`src/source/fft_num_pkg.sv`:
```
package fft_num_pkg;

    // Transform size and fixed-point formats
    localparam int fft_points    = 16;
    localparam int fft_stages    = $clog2(fft_points);
    localparam int addr_width    = $clog2(fft_points);
    localparam int sample_width  = 16;
    // Twiddles are Q1.15
    localparam int twiddle_width = 16;

    typedef logic signed [sample_width-1:0] sample_t;
    typedef logic [addr_width-2:0] twiddle_index_t;

endpackage

```
`src/source/fft_bus_pkg.sv`:
```
package fft_bus_pkg;

    // Sample and bin words carry the real part in bits 15..0 and
    // the imaginary part in bits 31..16
    localparam int wb_addr_width = 5;
    localparam int wb_data_width = 32;

    // Word addresses 0..15 are samples or bins, 16 is control and status
    localparam logic [wb_addr_width-1:0] reg_ctrl = 5'd16;

    localparam int status_busy_bit = 0;
    localparam int status_done_bit = 1;

endpackage

```
`src/source/sample_loader.sv`:
```
`timescale 1ns/10ps

module sample_loader #(
    parameter int points = fft_num_pkg::fft_points,
    parameter int stages = fft_num_pkg::fft_stages
) (
    input  logic                                  clk,
    input  logic                                  rst,
    input  logic                                  in_cyc,
    input  logic                                  in_stb,
    input  logic                                  in_we,
    input  logic [fft_bus_pkg::wb_addr_width-1:0] in_adr,
    input  logic [fft_bus_pkg::wb_data_width-1:0] in_dat_w,
    input  logic                                  busy,
    output logic                                  in_ack,
    output logic [fft_bus_pkg::wb_data_width-1:0] in_dat_r,
    output logic                                  load_we,
    output logic [stages-1:0]                     load_addr,
    output logic [fft_bus_pkg::wb_data_width-1:0] load_data,
    output logic                                  start
);
    import fft_bus_pkg::*;

    logic              request;
    logic              write_sample;
    logic              write_start;
    logic [stages-1:0] rev_addr;

    // A new request is one that has not been acknowledged yet
    assign request      = in_cyc && in_stb && !in_ack;
    assign write_sample = request && in_we && (in_adr < points) && !busy;
    assign write_start  = request && in_we && (in_adr == reg_ctrl) && in_dat_w[0] && !busy;
    assign in_dat_r     = '0;

    // Samples land at bit-reversed positions so the engine can run DIT in place
    always_comb begin
        for (int i = 0; i < stages; i++) begin
            rev_addr[i] = in_adr[stages-1-i];
        end
    end

    always_ff @(posedge clk) begin
        if (rst) begin
            in_ack  <= 1'b0;
            load_we <= 1'b0;
            start   <= 1'b0;
        end else begin
            in_ack  <= request;
            load_we <= write_sample;
            start   <= write_start;
        end
    end

    always_ff @(posedge clk) begin
        load_addr <= rev_addr;
        load_data <= in_dat_w;
    end

    assert property (@(posedge clk) disable iff (rst) in_ack |=> !in_ack);
    assert property (@(posedge clk) disable iff (rst) !(load_we && busy));

endmodule

```
`src/source/twiddle_rom.sv`:
```
`timescale 1ns/10ps

module twiddle_rom #(
    parameter int points = fft_num_pkg::fft_points,
    parameter int stages = fft_num_pkg::fft_stages
) (
    input  logic [stages-2:0]                             index,
    output logic signed [fft_num_pkg::twiddle_width-1:0] w_re,
    output logic signed [fft_num_pkg::twiddle_width-1:0] w_im
);
    import fft_num_pkg::*;

    localparam real pi         = 3.14159265358979;
    localparam real full_scale = 2.0 ** (twiddle_width - 1);

    logic signed [twiddle_width-1:0] cos_table [points/2];
    logic signed [twiddle_width-1:0] sin_table [points/2];

    // Round to nearest, +1.0 clips to the largest positive code
    function automatic logic signed [twiddle_width-1:0] quantize(input real value);
        real scaled;
        scaled = $floor(value * full_scale + 0.5);
        if (scaled > full_scale - 1.0) begin
            scaled = full_scale - 1.0;
        end
        return twiddle_width'($rtoi(scaled));
    endfunction

    for (genvar k = 0; k < points/2; k++) begin : g_entry
        localparam real angle = 2.0 * pi * k / points;
        localparam logic signed [twiddle_width-1:0] cos_k = quantize($cos(angle));
        localparam logic signed [twiddle_width-1:0] sin_k = quantize(-$sin(angle));
        assign cos_table[k] = cos_k;
        assign sin_table[k] = sin_k;
    end

    assign w_re = cos_table[index];
    assign w_im = sin_table[index];

endmodule

```
`src/source/butterfly_unit.sv`:
```
`timescale 1ns/10ps

module butterfly_unit #(
    parameter int twiddle_width = fft_num_pkg::twiddle_width,
    parameter int tag_width     = 2 * fft_num_pkg::addr_width
) (
    input  logic                                        clk,
    input  logic                                        rst,
    input  logic                                        in_valid,
    input  logic signed [fft_num_pkg::sample_width-1:0] a_re,
    input  logic signed [fft_num_pkg::sample_width-1:0] a_im,
    input  logic signed [fft_num_pkg::sample_width-1:0] b_re,
    input  logic signed [fft_num_pkg::sample_width-1:0] b_im,
    input  logic signed [twiddle_width-1:0]             w_re,
    input  logic signed [twiddle_width-1:0]             w_im,
    input  logic [tag_width-1:0]                        in_tag,
    output logic                                        out_valid,
    output logic signed [fft_num_pkg::sample_width-1:0] x_re,
    output logic signed [fft_num_pkg::sample_width-1:0] x_im,
    output logic signed [fft_num_pkg::sample_width-1:0] y_re,
    output logic signed [fft_num_pkg::sample_width-1:0] y_im,
    output logic [tag_width-1:0]                        out_tag
);
    import fft_num_pkg::*;

    localparam int prod_width = sample_width + twiddle_width;
    localparam int frac       = twiddle_width - 1;
    localparam logic signed [prod_width:0] round_half = 1 <<< (frac - 1);

    logic [2:0]                    valid_pipe;
    logic [tag_width-1:0]          tag_s1;
    logic [tag_width-1:0]          tag_s2;
    sample_t                       a_re_s1;
    sample_t                       a_im_s1;
    sample_t                       a_re_s2;
    sample_t                       a_im_s2;
    logic signed [prod_width-1:0]  p_rr;
    logic signed [prod_width-1:0]  p_ii;
    logic signed [prod_width-1:0]  p_ri;
    logic signed [prod_width-1:0]  p_ir;
    logic signed [prod_width:0]    rot_re_full;
    logic signed [prod_width:0]    rot_im_full;
    sample_t                       rot_re;
    sample_t                       rot_im;
    logic signed [sample_width+1:0] sum_re;
    logic signed [sample_width+1:0] sum_im;
    logic signed [sample_width+1:0] diff_re;
    logic signed [sample_width+1:0] diff_im;

    function automatic sample_t saturate(input logic signed [prod_width:0] value);
        if (value > prod_width'(2 ** (sample_width - 1) - 1)) begin
            return {1'b0, {(sample_width-1){1'b1}}};
        end
        if (value < -(prod_width'(2 ** (sample_width - 1)))) begin
            return {1'b1, {(sample_width-1){1'b0}}};
        end
        return value[sample_width-1:0];
    endfunction

    // ~~~~~~~~~~~~~~~~~~~~~~~~~~~~~~~~~~~~~~~~~~~~~~~~~~
    // Rotation of b by w, then the half-scaled sum and difference
    // ~~~~~~~~~~~~~~~~~~~~~~~~~~~~~~~~~~~~~~~~~~~~~~~~~~
    assign rot_re_full = (p_rr - p_ii + round_half) >>> frac;
    assign rot_im_full = (p_ri + p_ir + round_half) >>> frac;

    assign sum_re  = a_re_s2 + rot_re + 2'sd1;
    assign sum_im  = a_im_s2 + rot_im + 2'sd1;
    assign diff_re = a_re_s2 - rot_re + 2'sd1;
    assign diff_im = a_im_s2 - rot_im + 2'sd1;

    always_ff @(posedge clk) begin
        if (rst) begin
            valid_pipe <= '0;
        end else begin
            valid_pipe <= {valid_pipe[1:0], in_valid};
        end
    end

    assign out_valid = valid_pipe[2];

    always_ff @(posedge clk) begin
        p_rr    <= b_re * w_re;
        p_ii    <= b_im * w_im;
        p_ri    <= b_re * w_im;
        p_ir    <= b_im * w_re;
        a_re_s1 <= a_re;
        a_im_s1 <= a_im;
        tag_s1  <= in_tag;

        rot_re  <= saturate(rot_re_full);
        rot_im  <= saturate(rot_im_full);
        a_re_s2 <= a_re_s1;
        a_im_s2 <= a_im_s1;
        tag_s2  <= tag_s1;

        x_re    <= sum_re[sample_width:1];
        x_im    <= sum_im[sample_width:1];
        y_re    <= diff_re[sample_width:1];
        y_im    <= diff_im[sample_width:1];
        out_tag <= tag_s2;
    end

    assert property (@(posedge clk) disable iff (rst)
        in_valid |-> ##3 (out_valid && out_tag == $past(in_tag, 3)));

endmodule

```
`src/source/fft_engine.sv`:
```
`timescale 1ns/10ps

module fft_engine #(
    parameter int points = fft_num_pkg::fft_points,
    parameter int stages = fft_num_pkg::fft_stages
) (
    input  logic                                  clk,
    input  logic                                  rst,
    input  logic                                  start,
    input  logic                                  load_we,
    input  logic [stages-1:0]                     load_addr,
    input  logic [2*fft_num_pkg::sample_width-1:0] load_data,
    input  logic [stages-1:0]                     rd_addr,
    output logic [2*fft_num_pkg::sample_width-1:0] rd_data,
    output logic                                  busy,
    output logic                                  done
);
    import fft_num_pkg::*;

    localparam int word_width = 2 * sample_width;
    localparam logic [stages-2:0] last_bf = (stages-1)'(points/2 - 1);
    // Cycles between the last issue of a stage and its last write-back
    localparam logic [1:0] drain_cycles = 2'd2;

    logic [word_width-1:0]          mem [points];
    logic [$clog2(stages)-1:0]      stage;
    logic [stages-2:0]              bf_cnt;
    logic                           issuing;
    logic [1:0]                     drain;
    logic [stages-1:0]              span;
    logic [stages-1:0]              pos;
    logic [stages-1:0]              top_addr;
    logic [stages-1:0]              bot_addr;
    logic [stages-2:0]              tw_index;
    logic                           bf_valid;
    logic [word_width-1:0]          bf_a;
    logic [word_width-1:0]          bf_b;
    logic signed [twiddle_width-1:0] bf_w_re;
    logic signed [twiddle_width-1:0] bf_w_im;
    logic [2*stages-1:0]            bf_tag;
    logic                           bf_out_valid;
    logic [2*stages-1:0]            bf_out_tag;
    sample_t                        bf_x_re;
    sample_t                        bf_x_im;
    sample_t                        bf_y_re;
    sample_t                        bf_y_im;

    // ~~~~~~~~~~~~~~~~~~~~~~~~~~~~~~~~~~~~~~~~~~~~~~~~~~
    // Pair addresses and twiddle index for the current butterfly
    // ~~~~~~~~~~~~~~~~~~~~~~~~~~~~~~~~~~~~~~~~~~~~~~~~~~
    always_comb begin
        span     = stages'(1) << stage;
        pos      = {1'b0, bf_cnt} & (span - stages'(1));
        top_addr = (({1'b0, bf_cnt} >> stage) << (int'(stage) + 1)) | pos;
        bot_addr = top_addr | span;
        tw_index = (stages-1)'(pos << (stages - 1 - int'(stage)));
    end

    assign bf_valid = issuing;
    assign bf_a     = mem[top_addr];
    assign bf_b     = mem[bot_addr];
    assign bf_tag   = {top_addr, bot_addr};

    twiddle_rom #(
        .points (points),
        .stages (stages)
    ) twiddle_rom_inst (
        .index (tw_index),
        .w_re  (bf_w_re),
        .w_im  (bf_w_im)
    );

    butterfly_unit #(
        .twiddle_width (twiddle_width),
        .tag_width     (2 * stages)
    ) butterfly_unit_inst (
        .clk       (clk),
        .rst       (rst),
        .in_valid  (bf_valid),
        .a_re      (bf_a[sample_width-1:0]),
        .a_im      (bf_a[word_width-1:sample_width]),
        .b_re      (bf_b[sample_width-1:0]),
        .b_im      (bf_b[word_width-1:sample_width]),
        .w_re      (bf_w_re),
        .w_im      (bf_w_im),
        .in_tag    (bf_tag),
        .out_valid (bf_out_valid),
        .x_re      (bf_x_re),
        .x_im      (bf_x_im),
        .y_re      (bf_y_re),
        .y_im      (bf_y_im),
        .out_tag   (bf_out_tag)
    );

    // ~~~~~~~~~~~~~~~~~~~~~~~~~~~~~~~~~~~~~~~~~~~~~~~~~~
    // Stage sequencing: issue a full stage, drain, move on
    // ~~~~~~~~~~~~~~~~~~~~~~~~~~~~~~~~~~~~~~~~~~~~~~~~~~
    always_ff @(posedge clk) begin
        if (rst) begin
            busy    <= 1'b0;
            done    <= 1'b0;
            issuing <= 1'b0;
            stage   <= '0;
            bf_cnt  <= '0;
            drain   <= '0;
        end else if (start && !busy) begin
            busy    <= 1'b1;
            done    <= 1'b0;
            issuing <= 1'b1;
            stage   <= '0;
            bf_cnt  <= '0;
        end else if (issuing) begin
            bf_cnt <= bf_cnt + 1'b1;
            if (bf_cnt == last_bf) begin
                issuing <= 1'b0;
                drain   <= drain_cycles;
            end
        end else if (busy) begin
            if (drain != 2'd0) begin
                drain <= drain - 2'd1;
            end else if (stage == stages - 1) begin
                busy <= 1'b0;
                done <= 1'b1;
            end else begin
                stage   <= stage + 1'b1;
                issuing <= 1'b1;
            end
        end
    end

    // Two write ports for the butterfly pair, one for the loader
    always_ff @(posedge clk) begin
        if (load_we && !busy) begin
            mem[load_addr] <= load_data;
        end
        if (bf_out_valid) begin
            mem[bf_out_tag[2*stages-1:stages]] <= {bf_x_im, bf_x_re};
            mem[bf_out_tag[stages-1:0]]        <= {bf_y_im, bf_y_re};
        end
        rd_data <= mem[rd_addr];
    end

    assert property (@(posedge clk) disable iff (rst) bf_out_valid |-> busy);
    assert property (@(posedge clk) disable iff (rst)
        (start && busy) |=> !(issuing && stage == '0 && bf_cnt == '0));

endmodule

```
`src/source/result_reader.sv`:
```
`timescale 1ns/10ps

module result_reader #(
    parameter int points = fft_num_pkg::fft_points,
    parameter int stages = fft_num_pkg::fft_stages
) (
    input  logic                                   clk,
    input  logic                                   rst,
    input  logic                                   out_cyc,
    input  logic                                   out_stb,
    input  logic                                   out_we,
    input  logic [fft_bus_pkg::wb_addr_width-1:0]  out_adr,
    input  logic                                   busy,
    input  logic                                   done,
    input  logic [2*fft_num_pkg::sample_width-1:0] rd_data,
    output logic                                   out_ack,
    output logic [fft_bus_pkg::wb_data_width-1:0]  out_dat_r,
    output logic [stages-1:0]                      rd_addr
);
    import fft_bus_pkg::*;

    logic                     request;
    logic                     sel_bin;
    logic                     sel_status;
    logic [wb_data_width-1:0] status_word;

    assign request = out_cyc && out_stb && !out_ack;
    // The engine memory answers one clock later, in time for the acknowledge
    assign rd_addr = out_adr[stages-1:0];

    always_ff @(posedge clk) begin
        if (rst) begin
            out_ack <= 1'b0;
        end else begin
            out_ack <= request;
        end
    end

    always_ff @(posedge clk) begin
        sel_bin     <= !out_we && (out_adr < points);
        sel_status  <= !out_we && (out_adr == reg_ctrl);
        status_word <= '0;
        status_word[status_busy_bit] <= busy;
        status_word[status_done_bit] <= done;
    end

    assign out_dat_r = sel_status ? status_word : (sel_bin ? rd_data : '0);

endmodule

```
`src/source/fft_top.sv`:
```
`timescale 1ns/10ps

module fft_top #(
    parameter int points = fft_num_pkg::fft_points,
    parameter int stages = fft_num_pkg::fft_stages
) (
    input  logic                                  clk,
    input  logic                                  rst,
    input  logic                                  in_cyc,
    input  logic                                  in_stb,
    input  logic                                  in_we,
    input  logic [fft_bus_pkg::wb_addr_width-1:0] in_adr,
    input  logic [fft_bus_pkg::wb_data_width-1:0] in_dat_w,
    output logic                                  in_ack,
    output logic [fft_bus_pkg::wb_data_width-1:0] in_dat_r,
    input  logic                                  out_cyc,
    input  logic                                  out_stb,
    input  logic                                  out_we,
    input  logic [fft_bus_pkg::wb_addr_width-1:0] out_adr,
    output logic                                  out_ack,
    output logic [fft_bus_pkg::wb_data_width-1:0] out_dat_r
);
    import fft_num_pkg::*;

    logic                      start;
    logic                      busy;
    logic                      done;
    logic                      load_we;
    logic [stages-1:0]         load_addr;
    logic [stages-1:0]         rd_addr;
    logic [2*sample_width-1:0] load_data;
    logic [2*sample_width-1:0] rd_data;

    sample_loader #(
        .points (points),
        .stages (stages)
    ) sample_loader_inst (
        .clk       (clk),
        .rst       (rst),
        .in_cyc    (in_cyc),
        .in_stb    (in_stb),
        .in_we     (in_we),
        .in_adr    (in_adr),
        .in_dat_w  (in_dat_w),
        .busy      (busy),
        .in_ack    (in_ack),
        .in_dat_r  (in_dat_r),
        .load_we   (load_we),
        .load_addr (load_addr),
        .load_data (load_data),
        .start     (start)
    );

    fft_engine #(
        .points (points),
        .stages (stages)
    ) fft_engine_inst (
        .clk       (clk),
        .rst       (rst),
        .start     (start),
        .load_we   (load_we),
        .load_addr (load_addr),
        .load_data (load_data),
        .rd_addr   (rd_addr),
        .rd_data   (rd_data),
        .busy      (busy),
        .done      (done)
    );

    result_reader #(
        .points (points),
        .stages (stages)
    ) result_reader_inst (
        .clk       (clk),
        .rst       (rst),
        .out_cyc   (out_cyc),
        .out_stb   (out_stb),
        .out_we    (out_we),
        .out_adr   (out_adr),
        .busy      (busy),
        .done      (done),
        .rd_data   (rd_data),
        .out_ack   (out_ack),
        .out_dat_r (out_dat_r),
        .rd_addr   (rd_addr)
    );

endmodule

```
`config.mk`:
```
export PLATFORM = sky130hd
export DESIGN_NAME = fft_top
export DESIGN_NICKNAME = d
export VERILOG_FILES = /design/src/source/fft_num_pkg.sv /design/src/source/fft_bus_pkg.sv /design/src/source/sample_loader.sv /design/src/source/twiddle_rom.sv /design/src/source/butterfly_unit.sv /design/src/source/fft_engine.sv /design/src/source/result_reader.sv /design/src/source/fft_top.sv
export SDC_FILE = /design/constraint.sdc
export NUM_CORES = 2
export LEC_CHECK = 0
export ABC_AREA = 1
export CAP_MARGIN = 20
export CELL_PAD_IN_SITES_DETAIL_PLACEMENT = 1
export CELL_PAD_IN_SITES_GLOBAL_PLACEMENT = 1
export CORE_AREA = 2 2 434 436
export CTS_BUF_LIST = sky130_fd_sc_hd__clkbuf_4 sky130_fd_sc_hd__clkbuf_8
export DETAILED_ROUTE_END_ITERATION = 10
export DIE_AREA = 0 0 436 438
export DONT_BUFFER_PORTS = 1
export PLACE_DENSITY = 0.81
export SLEW_MARGIN = 20
export SYNTH_ARGS = -nofsm -noshare
export SYNTH_HDL_FRONTEND = slang
export SYNTH_SLANG_ARGS = --single-unit
```
`constraint.sdc`:
```
create_clock -name clk -period 18.8 [get_ports clk]
set_input_delay 0 -clock clk [delete_from_list [all_inputs] [get_ports clk]]
set_output_delay 0 -clock clk [all_outputs]
set_load 0.05 [all_outputs]
```
==> qor.csv <==
metric;value;unit
dp_hpwl;275000;microns
yosysUniqueCellTypes;58;
required;19.66;ns
io_pins;116;
slowest_delay;1.01;ns
synth_top_family_by_area;adder cells;
root_buffer;clkbuf_8;
num_vias;88390;
yosysSeqAreaShare;0.252;
rrSetupSlack;6.75;ns
reg2reg_to;fft_engine_inst.butterfly_unit_inst.p_ri[24];
grt_usage;0.421;
synth_simple_gate_area_share;0.136;
drt_iter0_drc;10505;
port_buffers;0;
cts_hold_buf;113;
grt_overflow;0;
tns;0;ns
stdcell_count;13776;
clk_path_buf_depth;3;
cts_sinks;909;
area_delta_synth_final;6.73;%
final_common_cell;inv_1;
synth_xor_area_frac;0.0216;
drv_slew;0;
syn_avg_cell_area;8.09;sq um
crit_type;reg -> reg;
layout_common_cells;inv_1, nand2_1, o21ai_0;
max_freq;0.0830;GHz
clk_pin_slew;0.07;ns
grt_max_degree;188;
start_kind;flop;
min_path_cells;5;
rsz0062_at_grt;no;
yosysTopAreaCell;fa_1;
drv_cap;0;
placed_cells;13330;
peakVddDrop;128;uV
dieWidth;436;microns
ys.flop_type;edfxtp_1;
rr_startpoint;fft_engine_inst.stage[0];
hold_viol;0;
leakagePower;44.3;nW
p_per_area;81.7;mW/mm^2
first_pass_iters;7;
synth.area.mux_share;0;
grt_pass1_vias;93401;
async_reset_ff_frac;0;
nets;12709;
die_h;438;microns
initial_core_util;0.496;
outcome;complete, no violations;
drc;0;
synthAdderAreaFrac;0.284;
ctsResizeCount;0;
slowest_stage;inv_6;
synth_compound_area_frac;0.188;
place_congestion;0.980;
ys_warn_count;0;
post-route-period-util;0.641;
cts_setup_buffers;0;
hold_path.startpoint;out_adr[0];
antenna_found_initial;30;
synth-edff-count;512;
drtAntennaViolNets;0;
min_path_type;in -> reg;
finalSetupViolations;0;
crit_path_end_kind;flop;
clk_latency;1.00;ns
syn_area;0.0926;sq mm
syn-instance-count;11443;
cts_tree;done;
final.setup_skew;0.0592;ns
drive_above_1_share;0.0560;
holdPathEnd;fft_engine_inst.rd_data[8];
max_slew_margin;0.145;
cp.arrival;12.92;ns
cts_buffers;169;
yosysTopAreaCellShare;0.205;
vias_per_cell;6.42;
dieArea;0.191;sq mm
yosys_register_bits;909;
rows;159;
fin_crit;12.05;ns
h-tree-depth;4;
core;0.187;sq mm
crit_path_max_fanout;104;
tightest_slew;1.28;ns
wl_per_cell;29.6;microns
r2r_cells;35;
yosys-top-cells-area;fa_1, edfxtp_1, dfxtp_1, ha_1, inv_1;
drt_wl_total;407000;microns
grt_first_pass_wirelength;599000;microns
how the worst max path moves through the flow:
stage	from	end	slack (ns)	cells past startpoint
finish	fft_engine_inst.stage[0]	fft_engine_inst.butterfly_unit_inst.p_ri[24]	6.75	35
global route	fft_engine_inst.stage[1]	fft_engine_inst.butterfly_unit_inst.p_ri[24]	6.39	35
CTS	fft_engine_inst.stage[1]	fft_engine_inst.butterfly_unit_inst.p_ri[24]	7.26	35
detailed placement	fft_engine_inst.stage[1]	fft_engine_inst.butterfly_unit_inst.p_ri[24]	7.33	33
global placement	fft_engine_inst.stage[1]	fft_engine_inst.butterfly_unit_inst.p_ri[24]	7.59	35
floorplan	fft_engine_inst.stage[1]	fft_engine_inst.butterfly_unit_inst.p_rr[31]	11.14	29
report_power, final:
group | internal (W) | switching, W
Clock | 0.00119 | 0.000967
Combinational | 0.00105 | 0.00232
Sequential | 0.00232 | 0.000228
state kept, by name, summed over array words and instances, names as in the netlist, 31 cells and up:
| name | count |
|---|---|
| fft_engine_inst.mem | 512 |
| fft_engine_inst.rd_data | 32 |
| sample_loader_inst.load_data | 32 |
| fft_engine_inst.butterfly_unit_inst.p_ii | 31 |
| fft_engine_inst.butterfly_unit_inst.p_ir | 31 |
| fft_engine_inst.butterfly_unit_inst.p_ri | 31 |
| fft_engine_inst.butterfly_unit_inst.p_rr | 31 |
cell type report:
| type | instances | area, sq um |
|---|---|---|
| fill | 22610 | 87700 |
| multi-input combinational | 7820 | 58900 |
| sequential | 909 | 23300 |
| inverter | 1967 | 7400 |
| clock buffer | 272 | 3310 |
| tap | 2495 | 3120 |
| timing repair buffer | 255 | 2390 |
| clock inverter | 42 | 397 |
| antenna | 16 | 40.0 |
cells in the mapped netlist, drive strengths merged, types with 2 or more instances:
| cell type | count |
|---|---|
| clkbuf | 500 |
| fa | 947 |
| a21boi | 11 |
| edfxtp | 512 |
| o21a | 4 |
| nor2 | 746 |
| a221oi | 6 |
| ha | 590 |
| a31oi | 36 |
| xor2 | 149 |
| o22ai | 3 |
| nand4 | 47 |
| a311o | 24 |
| nor4 | 17 |
| o221ai | 7 |
| o21bai | 17 |
| o21ai | 1154 |
| nand3b | 13 |
| nor3 | 38 |
| o31ai | 32 |
| nand3 | 437 |
| or2 | 5 |
| nand2 | 1775 |
| dfxtp | 397 |
| clkinv | 7 |
| o311ai | 72 |
| buf | 278 |
| a211oi | 33 |
| a21o | 35 |
| o211ai | 729 |
| a21oi | 770 |
| o2111ai | 3 |
| inv | 1960 |
| xnor2 | 79 |
| a211o | 2 |
cells by family after synthesis:
family	Yosys count
adder cells (fa/ha/maj)	1537
AO/OA/AOI/OAI	2943
buffers and inverters	2745
flip-flops	909
XOR/XNOR	228
other	1
AND/OR/NAND/NOR	3080
worst max-delay path, delay by kind of cell, from the launching register on:
family          cells  cell delay, ns
xor+xnor            1            0.14
simple gates        6            1.64
flops               1            0.54
compound gates      9            1.80
buf+inv            11            3.78
fa+ha+maj           8            3.83
per-stage QoR:
step	hold slack [ns]	utilization	total power, W	worst slack, ns	cell area (sq um)
after floorplan	0.0277	-	0.00471	11.14	92700
after global placement	0.0284	0.503	0.00571	7.59	93800
after detailed placement	0.0284	0.503	0.00582	7.33	93900
after CTS	0.00107	0.529	0.00802	7.26	98800
after global routing	0.0697	0.530	0.00853	6.39	98800
final	0.0571	0.530	0.00808	6.75	98900
metal layers:
layer  up-vias  global-route usage  wire length [microns]
li1      36977                   -                      -
met1     43592               0.524                 146000
met2      5967               0.629                 172000
met3      1828               0.132                  55600
met4        26               0.280                  33400
met5         -                   0                    235
(Power assumes the default switching activity.)
